**src/blob_sort_consts.svh**
```systemverilog
`ifndef BLOB_SORT_CONSTS_SVH
`define BLOB_SORT_CONSTS_SVH

// main memory bus, read only
`define BS_ADDR_W 18
`define BS_DATA_W 32

`define BS_KEY_W 16 // size, or x and y centroid
`define BS_PTR_W 18 // word address of a record

// blob records as left by the extractor
`define BS_BLOB_BASE 200000
`define BS_RECORD_WORDS 3

// rank table layout: entry = rank * slots + slot - 1
`define BS_NUM_SLOTS 6
`define BS_NUM_RANKS 3
`define BS_TABLE_DEPTH 18
`define BS_TABLE_ADDR_W 5

// pointer returned for an entry that holds no blob
`define BS_EMPTY_PTR {`BS_PTR_W{1'b1}}

`define BS_COUNT_W 16

`endif

```
**src/blob_sort_pkg.sv**
```systemverilog
`default_nettype none

`include "blob_sort_consts.svh"

package blob_sort_pkg;

	// ranking criterion, picked by the 2-bit mode input
	typedef enum logic [1:0] {
		size_biggest  = 2'd0,
		size_smallest = 2'd1,
		y_highest     = 2'd2,
		y_lowest      = 2'd3
	} sort_mode_t;

	// one key word, read as a size in the size modes
	// and as a centroid pair in the y modes
	typedef union packed {
		logic [`BS_KEY_W-1:0] size;
		struct packed {
			logic [7:0] x; // high byte
			logic [7:0] y;
		} cen;
	} blob_key_t;

endpackage

`default_nettype wire

```
**src/blob_fetch.sv**
```systemverilog
`default_nettype none

`include "blob_sort_consts.svh"

module blob_fetch (
	input wire clk,
	input wire reset,
	input wire enable,
	input wire blob_sort_pkg::sort_mode_t mode,
	input wire [`BS_COUNT_W-1:0] blob_count,
	output logic [`BS_ADDR_W-1:0] mem_addr,
	input wire [`BS_DATA_W-1:0] mem_rdata,
	input wire busy,
	output logic blob_strobe,
	output blob_sort_pkg::blob_key_t new_key,
	output logic [2:0] new_slot,
	output logic [`BS_PTR_W-1:0] new_ptr,
	output logic [4:0] valid_count,
	output logic done
);
	import blob_sort_pkg::*;

	localparam logic [2:0] st_idle = 3'd0;
	localparam logic [2:0] st_wait = 3'd1; // ranker busy, hold off
	localparam logic [2:0] st_addr = 3'd2;
	localparam logic [2:0] st_word0 = 3'd3;
	localparam logic [2:0] st_word1 = 3'd4;
	localparam logic [2:0] st_done = 3'd5;

	logic [2:0] state;
	logic [`BS_COUNT_W-1:0] rec_idx; // records finished so far
	logic [`BS_ADDR_W-1:0] rec_addr; // word 0 of the current record
	logic [7:0] slot_byte;
	logic slot_ok;
	logic last_rec;

	assign slot_byte = mem_rdata[7:0];
	assign slot_ok = (slot_byte != 8'd0) && (slot_byte <= 8'(`BS_NUM_SLOTS));
	assign last_rec = (rec_idx + 1'b1) == blob_count;

	// memory answers one cycle later, so word 1 is addressed while word 0 comes back
	assign mem_addr = (state == st_word0) ? rec_addr + 1'b1 : rec_addr;

	assign blob_strobe = enable && (state == st_word1);
	assign new_ptr = rec_addr;
	assign done = enable && (state == st_done);

	always_comb begin
		new_key = '0;
		if (mode == size_biggest || mode == size_smallest) begin
			new_key.size = mem_rdata[15:0];
		end else begin
			new_key.cen.x = mem_rdata[31:24];
			new_key.cen.y = mem_rdata[23:16];
		end
	end

	always_ff @(posedge clk) begin
		if (reset || !enable) begin
			state <= st_idle;
			rec_idx <= '0;
			rec_addr <= `BS_ADDR_W'(`BS_BLOB_BASE);
			valid_count <= '0;
		end else begin
			case (state)
				st_idle: state <= st_wait; // busy shows up next cycle
				st_wait: begin
					if (!busy) begin
						state <= (rec_idx == blob_count) ? st_done : st_addr;
					end
				end
				st_addr: state <= st_word0;
				st_word0: begin
					if (slot_ok) begin
						if (valid_count != 5'd31) begin
							valid_count <= valid_count + 1'b1;
						end
						state <= st_word1;
					end else begin
						// rejected record, ranker is idle so go straight on
						rec_idx <= rec_idx + 1'b1;
						rec_addr <= rec_addr + `BS_ADDR_W'(`BS_RECORD_WORDS);
						state <= last_rec ? st_done : st_addr;
					end
				end
				st_word1: begin
					rec_idx <= rec_idx + 1'b1;
					rec_addr <= rec_addr + `BS_ADDR_W'(`BS_RECORD_WORDS);
					state <= st_wait;
				end
				st_done: state <= st_done; // held until enable drops
				default: state <= st_idle;
			endcase
		end
	end

	always_ff @(posedge clk) begin
		if (state == st_word0) begin
			new_slot <= slot_byte[2:0];
		end
	end

endmodule

`default_nettype wire

```
**src/blob_sort_top.sv**
```systemverilog
`default_nettype none

`include "blob_sort_consts.svh"

module blob_sort_top (
	input wire clk,
	input wire reset,
	input wire enable,
	input wire blob_sort_pkg::sort_mode_t mode,
	input wire [`BS_COUNT_W-1:0] blob_count,
	output logic [`BS_ADDR_W-1:0] mem_addr,
	input wire [`BS_DATA_W-1:0] mem_rdata,
	input wire [`BS_TABLE_ADDR_W-1:0] ptr_rd_addr,
	output logic [`BS_PTR_W-1:0] ptr_rd_data,
	output logic [4:0] valid_count,
	output logic done
);
	import blob_sort_pkg::*;

	// fetch to ranker
	logic busy;
	logic blob_strobe;
	blob_key_t new_key;
	logic [2:0] new_slot;
	logic [`BS_PTR_W-1:0] new_ptr;

	// ranker to table
	logic [`BS_TABLE_ADDR_W-1:0] tab_addr;
	logic tab_we;
	blob_key_t tab_wkey;
	logic tab_wvalid;
	logic [`BS_PTR_W-1:0] tab_wptr;
	blob_key_t tab_rkey;
	logic tab_rvalid;
	logic [`BS_PTR_W-1:0] tab_rptr;

	blob_fetch i_fetch (
		.clk(clk),
		.reset(reset),
		.enable(enable),
		.mode(mode),
		.blob_count(blob_count),
		.mem_addr(mem_addr),
		.mem_rdata(mem_rdata),
		.busy(busy),
		.blob_strobe(blob_strobe),
		.new_key(new_key),
		.new_slot(new_slot),
		.new_ptr(new_ptr),
		.valid_count(valid_count),
		.done(done)
	);

	rank_insert i_insert (
		.clk(clk),
		.reset(reset),
		.enable(enable),
		.mode(mode),
		.blob_strobe(blob_strobe),
		.new_key(new_key),
		.new_slot(new_slot),
		.new_ptr(new_ptr),
		.busy(busy),
		.tab_addr(tab_addr),
		.tab_we(tab_we),
		.tab_wkey(tab_wkey),
		.tab_wvalid(tab_wvalid),
		.tab_wptr(tab_wptr),
		.tab_rkey(tab_rkey),
		.tab_rvalid(tab_rvalid),
		.tab_rptr(tab_rptr)
	);

	rank_table i_table (
		.clk(clk),
		.tab_addr(tab_addr),
		.tab_we(tab_we),
		.tab_wkey(tab_wkey),
		.tab_wvalid(tab_wvalid),
		.tab_wptr(tab_wptr),
		.tab_rkey(tab_rkey),
		.tab_rvalid(tab_rvalid),
		.tab_rptr(tab_rptr),
		.ptr_rd_addr(ptr_rd_addr),
		.ptr_rd_data(ptr_rd_data)
	);

endmodule

`default_nettype wire

```
**src/rank_insert.sv**
```systemverilog
`default_nettype none

`include "blob_sort_consts.svh"

module rank_insert (
	input wire clk,
	input wire reset,
	input wire enable,
	input wire blob_sort_pkg::sort_mode_t mode,
	input wire blob_strobe,
	input wire blob_sort_pkg::blob_key_t new_key,
	input wire [2:0] new_slot,
	input wire [`BS_PTR_W-1:0] new_ptr,
	output logic busy,
	output logic [`BS_TABLE_ADDR_W-1:0] tab_addr,
	output logic tab_we,
	output blob_sort_pkg::blob_key_t tab_wkey,
	output logic tab_wvalid,
	output logic [`BS_PTR_W-1:0] tab_wptr,
	input wire blob_sort_pkg::blob_key_t tab_rkey,
	input wire tab_rvalid,
	input wire [`BS_PTR_W-1:0] tab_rptr
);
	import blob_sort_pkg::*;

	localparam logic [2:0] st_idle = 3'd0;
	localparam logic [2:0] st_clear = 3'd1;
	localparam logic [2:0] st_ready = 3'd2;
	localparam logic [2:0] st_look = 3'd3; // address a rank of the slot
	localparam logic [2:0] st_cmp = 3'd4;
	localparam logic [2:0] st_shift_rd = 3'd5;
	localparam logic [2:0] st_shift_wr = 3'd6;
	localparam logic [2:0] st_write = 3'd7;

	localparam logic [1:0] last_rank = 2'(`BS_NUM_RANKS - 1);
	localparam logic [`BS_TABLE_ADDR_W-1:0] last_entry = `BS_TABLE_ADDR_W'(`BS_TABLE_DEPTH - 1);

	logic [2:0] state;
	logic [`BS_TABLE_ADDR_W-1:0] clr_cnt;
	logic [1:0] rank; // rank under test, later the shift destination
	logic [1:0] rank_up;
	logic [1:0] win_rank;
	blob_key_t key_q;
	logic [2:0] slot_q;
	logic [`BS_PTR_W-1:0] ptr_q;
	logic beats;
	logic new_wins;

	function automatic logic [`BS_TABLE_ADDR_W-1:0] entry_addr(input logic [1:0] r,
			input logic [2:0] s);
		entry_addr = `BS_TABLE_ADDR_W'(r) * `BS_TABLE_ADDR_W'(`BS_NUM_SLOTS)
			+ `BS_TABLE_ADDR_W'(s) - 1'b1;
	endfunction

	assign rank_up = rank - 2'd1;
	assign busy = (state != st_idle) && (state != st_ready);

	// strict compare, so an equal key stays below the stored one
	always_comb begin
		case (mode)
			size_biggest: beats = key_q.size > tab_rkey.size;
			size_smallest: beats = key_q.size < tab_rkey.size;
			y_highest: beats = key_q.cen.y > tab_rkey.cen.y;
			default: beats = key_q.cen.y < tab_rkey.cen.y;
		endcase
		new_wins = !tab_rvalid || beats; // an empty rank is always taken
	end

	always_comb begin
		tab_addr = entry_addr(rank, slot_q);
		tab_we = 1'b0;
		tab_wkey = key_q;
		tab_wvalid = 1'b1;
		tab_wptr = ptr_q;
		case (state)
			st_clear: begin
				tab_addr = clr_cnt;
				tab_we = 1'b1;
				tab_wkey = '0;
				tab_wvalid = 1'b0;
				tab_wptr = `BS_EMPTY_PTR;
			end
			st_shift_rd: tab_addr = entry_addr(rank_up, slot_q);
			st_shift_wr: begin
				// entry read last cycle moves one rank down
				tab_we = 1'b1;
				tab_wkey = tab_rkey;
				tab_wvalid = tab_rvalid;
				tab_wptr = tab_rptr;
			end
			st_write: begin
				tab_addr = entry_addr(win_rank, slot_q);
				tab_we = 1'b1;
			end
			default: ;
		endcase
	end

	always_ff @(posedge clk) begin
		if (reset || !enable) begin
			state <= st_idle;
			clr_cnt <= '0;
			rank <= '0;
		end else begin
			case (state)
				st_idle: begin
					clr_cnt <= '0;
					state <= st_clear;
				end
				st_clear: begin
					clr_cnt <= clr_cnt + 1'b1;
					if (clr_cnt == last_entry) begin
						state <= st_ready;
					end
				end
				st_ready: begin
					if (blob_strobe) begin
						rank <= '0;
						state <= st_look;
					end
				end
				st_look: state <= st_cmp;
				st_cmp: begin
					if (new_wins) begin
						if (rank == last_rank) begin
							state <= st_write; // nothing below to shift
						end else begin
							rank <= last_rank;
							state <= st_shift_rd;
						end
					end else if (rank == last_rank) begin
						state <= st_ready; // lost everywhere, table unchanged
					end else begin
						rank <= rank + 1'b1;
						state <= st_look;
					end
				end
				st_shift_rd: state <= st_shift_wr;
				st_shift_wr: begin
					if (rank_up == win_rank) begin
						state <= st_write;
					end else begin
						rank <= rank_up;
						state <= st_shift_rd;
					end
				end
				st_write: state <= st_ready;
				default: state <= st_idle;
			endcase
		end
	end

	always_ff @(posedge clk) begin
		if (state == st_ready && blob_strobe) begin
			key_q <= new_key;
			slot_q <= new_slot;
			ptr_q <= new_ptr;
		end
		if (state == st_cmp && new_wins) begin
			win_rank <= rank;
		end
	end

endmodule

`default_nettype wire

```
**src/rank_table.sv**
```systemverilog
`default_nettype none

`include "blob_sort_consts.svh"

module rank_table (
	input wire clk,
	input wire [`BS_TABLE_ADDR_W-1:0] tab_addr,
	input wire tab_we,
	input wire blob_sort_pkg::blob_key_t tab_wkey,
	input wire tab_wvalid,
	input wire [`BS_PTR_W-1:0] tab_wptr,
	output blob_sort_pkg::blob_key_t tab_rkey,
	output logic tab_rvalid,
	output logic [`BS_PTR_W-1:0] tab_rptr,
	input wire [`BS_TABLE_ADDR_W-1:0] ptr_rd_addr,
	output logic [`BS_PTR_W-1:0] ptr_rd_data
);
	localparam int entry_w = `BS_KEY_W + 1 + `BS_PTR_W;

	logic [entry_w-1:0] mem [`BS_TABLE_DEPTH]; // {key, valid, ptr}
	logic [entry_w-1:0] entry_b;
	logic in_range_b;

	// port a, read before write
	always_ff @(posedge clk) begin
		if (tab_we) begin
			mem[tab_addr] <= {tab_wkey, tab_wvalid, tab_wptr};
		end
		{tab_rkey, tab_rvalid, tab_rptr} <= mem[tab_addr];
	end

	assign entry_b = mem[ptr_rd_addr];
	assign in_range_b = ptr_rd_addr < `BS_TABLE_ADDR_W'(`BS_TABLE_DEPTH);

	// port b, pointers only
	always_ff @(posedge clk) begin
		if (in_range_b && entry_b[`BS_PTR_W]) begin
			ptr_rd_data <= entry_b[`BS_PTR_W-1:0];
		end else begin
			ptr_rd_data <= `BS_EMPTY_PTR; // empty or past the last entry
		end
	end

endmodule

`default_nettype wire

```
**config.mk**
```make
export PLATFORM = sky130hd
export DESIGN_NAME = blob_sort_top
export DESIGN_NICKNAME = d
export VERILOG_FILES = /design/src/blob_sort_pkg.sv /design/src/blob_fetch.sv /design/src/blob_sort_top.sv /design/src/rank_insert.sv /design/src/rank_table.sv
export VERILOG_INCLUDE_DIRS = /design/src
export SDC_FILE = /design/constraint.sdc
export NUM_CORES = 1
export LEC_CHECK = 0
export BUFFER_PORTS_ARGS = -buffer_cell sky130_fd_sc_hd__buf_2
export CAP_MARGIN = 20
export CORE_MARGIN = 5
export CORE_UTILIZATION = 46
export CTS_CLUSTER_DIAMETER = 40
export DETAILED_ROUTE_END_ITERATION = 8
export PLACE_DENSITY_LB_ADDON = 0.25
export SLEW_MARGIN = 10
export SYNTH_ARGS = -nofsm -noshare
export SYNTH_HDL_FRONTEND = slang
export SYNTH_SLANG_ARGS = --single-unit
```
**constraint.sdc**
```tcl
create_clock -name clk -period 12.3 [get_ports clk]
set_input_delay 0 -clock clk [delete_from_list [all_inputs] [get_ports clk]]
set_output_delay 0 -clock clk [all_outputs]
set_load 0.05 [all_outputs]
```
==> results.ini, run 1 <==
[yosys]
synth.distinct_cells = 74
syn-num-nets = 2614
synth_warnings = 0
syn_area_mm2 = 0.0350
syn_inst = 2516
ys_ff_latch = 777
yosys.cell_count.top_type = edfxtp_1
syn_area_per_cell_um2 = 13.9
yosysTopAreaCell = edfxtp_1
ys_top_cells_by_area = edfxtp_1 (58%), mux2i_1 (8.5%), mux4_2 (6.1%)
dominantRegCellSynth = edfxtp_1
synth_edf_count = 672
async_reset_ff_share_pct = 0
ys_seq_area_share_pct = 63.7
synth_common_cells = edfxtp_1 (672), nand2_1 (424), mux2i_1 (297), dfxtp_1 (105), mux4_2 (95)
yosysTopAreaCellShare_pct = 57.7

[cts]
cts-resized-gates = 0
root_buffer = clkbuf_16
clk_pin_slew_worst_paths_ns = 0.05
post_cts_buffers = 0
h-tree-depth = 3
clk_latency_ns = 0.65
cts_tree = done
cts_made_buffers = 108
cts_sinks = 777
clock_path_buffers = 3

[timing]
fin_crit_sh_pct = 39.8
drv_slew = 0
fin_hold_ws_ns = 0.0533
period_needed_ns = 4.90
rsz0062_at_grt = false
finalClockSkew_ns = 0.0270
maxSlewHeadroom_pct = 24.1
tightest_slew_ns = 1.14
fmax_mhz = 204
worst_slack_ns = 7.40
finalSetupViolCount = 0
tns_ns = 0
hold_viol_final = 0

[cells_and_area]
antenna_cells = 0
register_area_mm2 = 0.0223
drive_gt1_share_pct = 18.2
area_growth_pct = 16.7
multiInputGateArea_mm2 = 0.0119
fillers = 6091
final_cells = 3748
fin_util_pct = 53.9
fin_nets = 2774

[floorplan]
die-area_mm2 = 0.0816
die_w_um = 286
start_util_pct = 46.2
die_y_um = 286
core_area_mm2 = 0.0757
std_cell_rows = 101
pin_count = 100

[detailed_routing]
dr.first_iter.drc_count = 2105
drc = 0
final_antenna_net_count = 0
drt_first_pass_iters = 5
drt-wirelength-per-cell_um = 24.5
via_count = 22200
routed_wl_um = 91800
vias_per_cell = 5.92

[placed_design]
io_buffer_count = 99
dp_worst_setup_slack_ns = 7.45
placedCellCount = 3501
dp_hpwl_um = 55200
routabilityCongestion = 0.814

[run_status]
status = finished, final reports clean

[power]
p_switching_mw = 1.43
clock_power_share_pct = 48.9
p_int_mw = 4.99
p_seq_share_pct = 45.0
p_comb_share_pct = 6.1
p_leak_nw = 14.8
power_density_mw_per_mm2 = 157
ir_drop_uv = 123
p_sw_share_pct = 22.3

[setup_path]
r2r_setup_slack_ns = 7.40
critPathCaptureType = register
crit_fanout = 48
worstPathRequired_ns = 12.57
cp-start-kind = register
path_class = register to register
reg2reg_depth = 11
crit_arrival_ns = 5.17

[global_routing]
grt_max_degree = 149
overflow = 0
track_usage_pct = 22.3
grt_pass1_wl_um = 139000
grt_pass1_vias = 22700
antenna_found_initial = 0

[worst_hold_path]
hold_class = primary input to register
whs_path_depth = 6

[run]
maxCapViolCount = 0

## cell usage in the layout (no fill, tap or decap), types with 67 or more instances in the layout
master,Yosys,final
buf_2,49,97
nand2_1,424,423
mux4_2,95,95
mux2i_1,297,297
clkbuf_16,0,114
and3_1,78,78
nor2_1,69,67
a31oi_1,72,72
dfxtp_1,105,105
edfxtp_1,672,672
buf_4,16,69
## layer usage
metal	track usage, %	share of wire, %	vias up
li1	-	-	9951
met1	30.8	42	11200
met2	37.0	49	863
met3	3.93	7.3	130
met4	5.49	1.9	0
met5	0	0	-
## flip-flops by register name, summed over array words and instances (netlist names)
signal / flops
i_fetch.new_ptr: 18
i_fetch.new_slot: 3
i_fetch.rec_idx: 16
i_fetch.state: 3
i_fetch.valid_count: 5
i_insert.clr_cnt: 5
i_insert.key_q: 16
i_insert.ptr_q: 18
i_insert.rank: 2
i_insert.slot_q: 3
i_insert.state: 3
i_insert.win_rank: 2
i_table.mem: 630
i_table.ptr_rd_data: 18
i_table.tab_rkey: 16
i_table.tab_rptr: 18
i_table.tab_rvalid: 1
## layout make-up
| class | count | share of cell area [%] |
|---|---|---|
| sequential | 777 | 54.6 |
| timing repair buffer | 212 | 3.68 |
| multi-input combinational | 1534 | 29.2 |
| clock buffer | 133 | 7.26 |
| tap | 978 | 3.00 |
| clock inverter | 71 | 1.88 |
| inverter | 43 | 0.395 |
## worst max-delay path, stage by stage, from the launching register on
cell,delay [ns]
dfxtp_1,0.52
inv_1,0.16
ha_1,0.40
xnor2_1,0.17
xnor2_1,0.32
fa_1,0.45
mux2_1,0.34
o311ai_4,0.21
buf_4,0.78
nand3_1,0.36
nor3_2,0.24
buf_4,0.54
## power by group through the flow
| stage | clock [mW] | combinational [mW] | sequential (mW) |
|---|---|---|---|
| floorplan | 0 | 0.251 | 2.95 |
| global placement | 0 | 0.370 | 2.95 |
| detailed placement | 0 | 0.378 | 2.94 |
| CTS | 3.19 | 0.391 | 2.89 |
| global route | 3.31 | 0.419 | 2.89 |
| finish | 3.14 | 0.390 | 2.89 |
## path summary, 6_finish.rpt
path	start	endpoint
max	i_insert.rank[0]	i_table.mem[1][2]
min	blob_count[10]	i_fetch.state[0]
max reg2reg	i_insert.rank[0]	i_table.mem[1][2]
min reg2reg	i_fetch.new_slot[2]	i_insert.slot_q[2]
## through the flow
step           instance area (µm²)  total power, mW
2_1_floorplan                35000             3.20
3_3_place_gp                 36600             3.31
3_5_place_dp                 36600             3.32
4_1_cts                      40800             6.47
5_1_grt                      40800             6.62
6_report                     40800             6.42
## timing repair
item,CTS,global route
endpoints found under the setup margin,0,0
hold buffers,42,0
endpoints found under the hold margin,41,0
## cell families (layout without fill, tap and decap cells)
group / after synthesis / after routing / synth area share (%)
fa+ha+maj: 40 / 40 / 1.54
xor+xnor: 75 / 75 / 1.88
mux: 413 / 413 / 15.3
simple gates: 721 / 721 / 9.27
flops: 777 / 777 / 63.7
buf+inv: 205 / 459 / 2.70
compound gates: 285 / 285 / 5.59
Note: power is estimated with default switching activity, not from simulation.
==> inputs of run 2 (changes only) <==
--- a/config.mk
+++ b/config.mk
@@ -6,6 +6,7 @@
 export SDC_FILE = /design/constraint.sdc
 export NUM_CORES = 1
 export LEC_CHECK = 0
+export ABC_AREA = 1
 export BUFFER_PORTS_ARGS = -buffer_cell sky130_fd_sc_hd__buf_2
 export CAP_MARGIN = 20
 export CORE_MARGIN = 5
==> constraint.sdc (replaced) <==
create_clock -name clk -period 4.9 [get_ports clk]
set_input_delay 0 -clock clk [delete_from_list [all_inputs] [get_ports clk]]
set_output_delay 0 -clock clk [all_outputs]
set_load 0.05 [all_outputs]
==> results.ini, run 2 <==
[run_status]
status = finished, final reports clean

[power]
power_density_mw_per_mm2 = 409  ; +160%
ir_drop_uv = 323  ; +160%
p_leak_nw = 16.8  ; +14%

[yosys]
synth_common_cells = nand2_1 (1360), edfxtp_1 (672), o21ai_0 (340), inv_1 (251), nor2_1 (215)
synth.distinct_cells = 48  ; -35%
ys_top_cells_by_area = edfxtp_1 (56%), nand2_1 (14%), dfxtp_1 (5.8%)
async_reset_ff_share_pct = 0  ; unchanged
syn-num-nets = 3907  ; +49%
dominantRegCellSynth = edfxtp_1
yosys.cell_count.top_type = nand2_1
synth_warnings = 0  ; unchanged
synth_edf_count = 672  ; unchanged
yosysTopAreaCell = edfxtp_1
syn_area_per_cell_um2 = 9.46  ; -32%
syn_inst = 3809  ; +51%
ys_seq_area_share_pct = 61.9  ; -1.9 points
syn_area_mm2 = 0.0360  ; +3.0%
ys_ff_latch = 777  ; unchanged
yosysTopAreaCellShare_pct = 56.0  ; -1.7 points

[timing]
rsz0062_at_grt = false
fmax_mhz = 231  ; +13%
maxSlewHeadroom_pct = 29.1  ; +5.0 points
period_needed_ns = 4.33  ; -0.570 ns
finalClockSkew_ns = 0.0314  ; +0.00446 ns
hold_viol_final = 0  ; unchanged
fin_crit_sh_pct = 88.3  ; +48 points
tightest_slew_ns = 1.06  ; -0.0778 ns
worst_slack_ns = 0.573  ; -6.83 ns
drv_slew = 0  ; unchanged
tns_ns = 0  ; unchanged
finalSetupViolCount = 0  ; unchanged

[floorplan]
die-area_mm2 = 0.0840  ; +2.9%
start_util_pct = 46.4  ; +0.23 points
std_cell_rows = 102  ; +0.99%
core_area_mm2 = 0.0776  ; +2.5%
die_y_um = 290  ; +1.4%
pin_count = 100  ; unchanged
die_w_um = 290  ; +1.4%

[setup_path]
crit_arrival_ns = 4.65  ; -0.52 ns
cp_cell_sequence = inv_1 > ha_1 > xnor2_1 > xor2_1 > inv_1 > ha_1 > a21oi_1 > and2_1 > or2_1 > nand3_1 > nand3_1 > nand2_2 > nand2_1 > nor2_4 > buf_4
path_class = register to register
startpoint = i_insert.rank[0]
slowest_delay_ns = 0.56  ; -0.22 ns
worstPathRequired_ns = 5.22  ; -7.35 ns
critPathCaptureType = register
worst_path_max_delay_cell = nand2_1
crit_fanout = 25  ; -48%
cp_num_buf_inv = 3  ; unchanged
crit_family = simple AND/OR/NAND/NOR gates
cp-start-kind = register
reg2reg_from = i_insert.rank[0]

[cells_and_area]
drive_gt1_share_pct = 11.3  ; -6.9 points
final_common_cell = nand2_1
finalInstanceArea_mm2 = 0.0426  ; +4.4%
largest_register_ffs = 630  ; unchanged
largest_register = i_table.mem
final_cell_mix = nand2_1 (1359), edfxtp_1 (672), o21ai_0 (333), inv_1 (251), nor2_1 (193)
area_growth_pct = 18.3
fin_nets = 4059  ; +46%
final_cells = 5102  ; +36%

[global_routing]
grt_pass1_vias = 26700  ; +17%
overflow = 0  ; unchanged
antenna_found_initial = 1  ; +1
grt_max_degree = 151  ; +1.3%
grt_pass1_wl_um = 162000  ; +16%
track_usage_pct = 24.6  ; +2.3 points

[detailed_routing]
drc = 0  ; unchanged
via_count = 28100  ; +27%
dr.first_iter.drc_count = 2872  ; +36%
drt-wirelength-per-cell_um = 20.9  ; -15%
routed_wl_um = 107000  ; +16%
vias_per_cell = 5.50  ; -7.1%
drt_first_pass_iters = 6  ; +1
final_antenna_net_count = 0  ; unchanged

[cts]
clk_latency_ns = 0.68  ; +0.03 ns
clk_pin_slew_worst_paths_ns = 0.06  ; about the same
cts_made_buffers = 114  ; +5.6%
cts_sinks = 777  ; unchanged
root_buffer = clkbuf_16
h-tree-depth = 3  ; unchanged
cts_tree = done
clock_path_buffers = 3  ; unchanged

[placed_design]
placedCellCount = 4831  ; +38%
io_buffer_count = 99  ; unchanged
routabilityCongestion = 0.908  ; +11%
dp_hpwl_um = 67800  ; +23%
dp_worst_setup_slack_ns = 0.542  ; -6.91 ns
dpl-instance-area_mm2 = 0.0379  ; +3.5%

[run]
maxCapViolCount = 0  ; unchanged

[worst_hold_path]
hold_class = primary input to register
worstHoldStart = blob_count[4]

run 2: changes by cell type after synthesis, sizes merged, moves of 155 or more:
cell   delta
nand2   +938
inv     +216
nor2    +155
mux2i   -297
o21ai   +296
run 2: power breakdown:
| part | total [mW] | switching [mW] | internal [mW] |
|---|---|---|---|
| Clock | 8.76 | 3.25 | 5.52 |
| Combinational | 1.35 | 0.984 | 0.364 |
| Sequential | 7.30 | 0.0475 | 7.25 |
run 2: layer usage:
layer / track usage [%] / vias up / part of all wire, %
li1: - / 13200 / -
met1: 33.6 / 13300 / 41
met2: 39.9 / 1283 / 47
met3: 3.81 / 251 / 7.9
met4: 9.43 / 0 / 4.0
met5: 0 / - / 0
run 2: logic make-up after synthesis:
group           Yosys count  share of synthesized area, %
simple gates           1879                          21.2
flops                   777                          61.9
compound gates          582                          8.58
buf+inv                 468                          5.23
xor+xnor                 51                          1.24
fa+ha+maj                40                          1.49
mux                      12                         0.375
run 2: what timing repair did:
action | in CTS | in global routing
resized for setup | 0 | 0
endpoints found under the hold margin | 77 | 0
hold buffers | 54 | 0
buffers inserted | 0 | 0
run 2: final cells by class:
class | count | area [µm²]
diodes | 1 | 2.50
clock buffers | 124 | 2950
well taps | 1040 | 1300
fillers | 6751 | 35000
multi-input cells | 2564 | 12100
inverters | 268 | 1010
clock inverters | 92 | 1210
repair buffers | 236 | 1790
flip-flops and latches | 777 | 22300
run 2: worst reg2reg max path, delay by kind of cell, from the launching register on:
family / cells / cell delay (ns)
and+or+nand+nor: 7 / 1.72
DFF: 1 / 0.52
xor gates and xnor gates: 2 / 0.37
buffers and inverters: 3 / 0.64
AOI/OAI and AO/OA: 1 / 0.05
adders and majority gates: 2 / 0.68
run 2: final timing paths:
kind | end | cells after the start | slack, ns
setup / recovery | i_table.mem[10][28] | 15 | 0.57
hold / removal | i_fetch.state[0] | 12 | 0.09
setup reg to reg | i_table.mem[10][28] | 15 | 0.57
hold reg to reg | i_insert.slot_q[1] | 0 | 0.44
run 2: stage by stage:
step           power [mW]  util [%]  hold WS, ns
6_report             17.4      54.9       0.0889
5_1_grt              18.0      54.9       0.0929
4_1_cts              17.5      54.9       0.0178
3_5_place_dp         8.73      48.8        0.208
3_3_place_gp         8.72      48.8        0.212
2_1_floorplan        8.23         -       0.0989
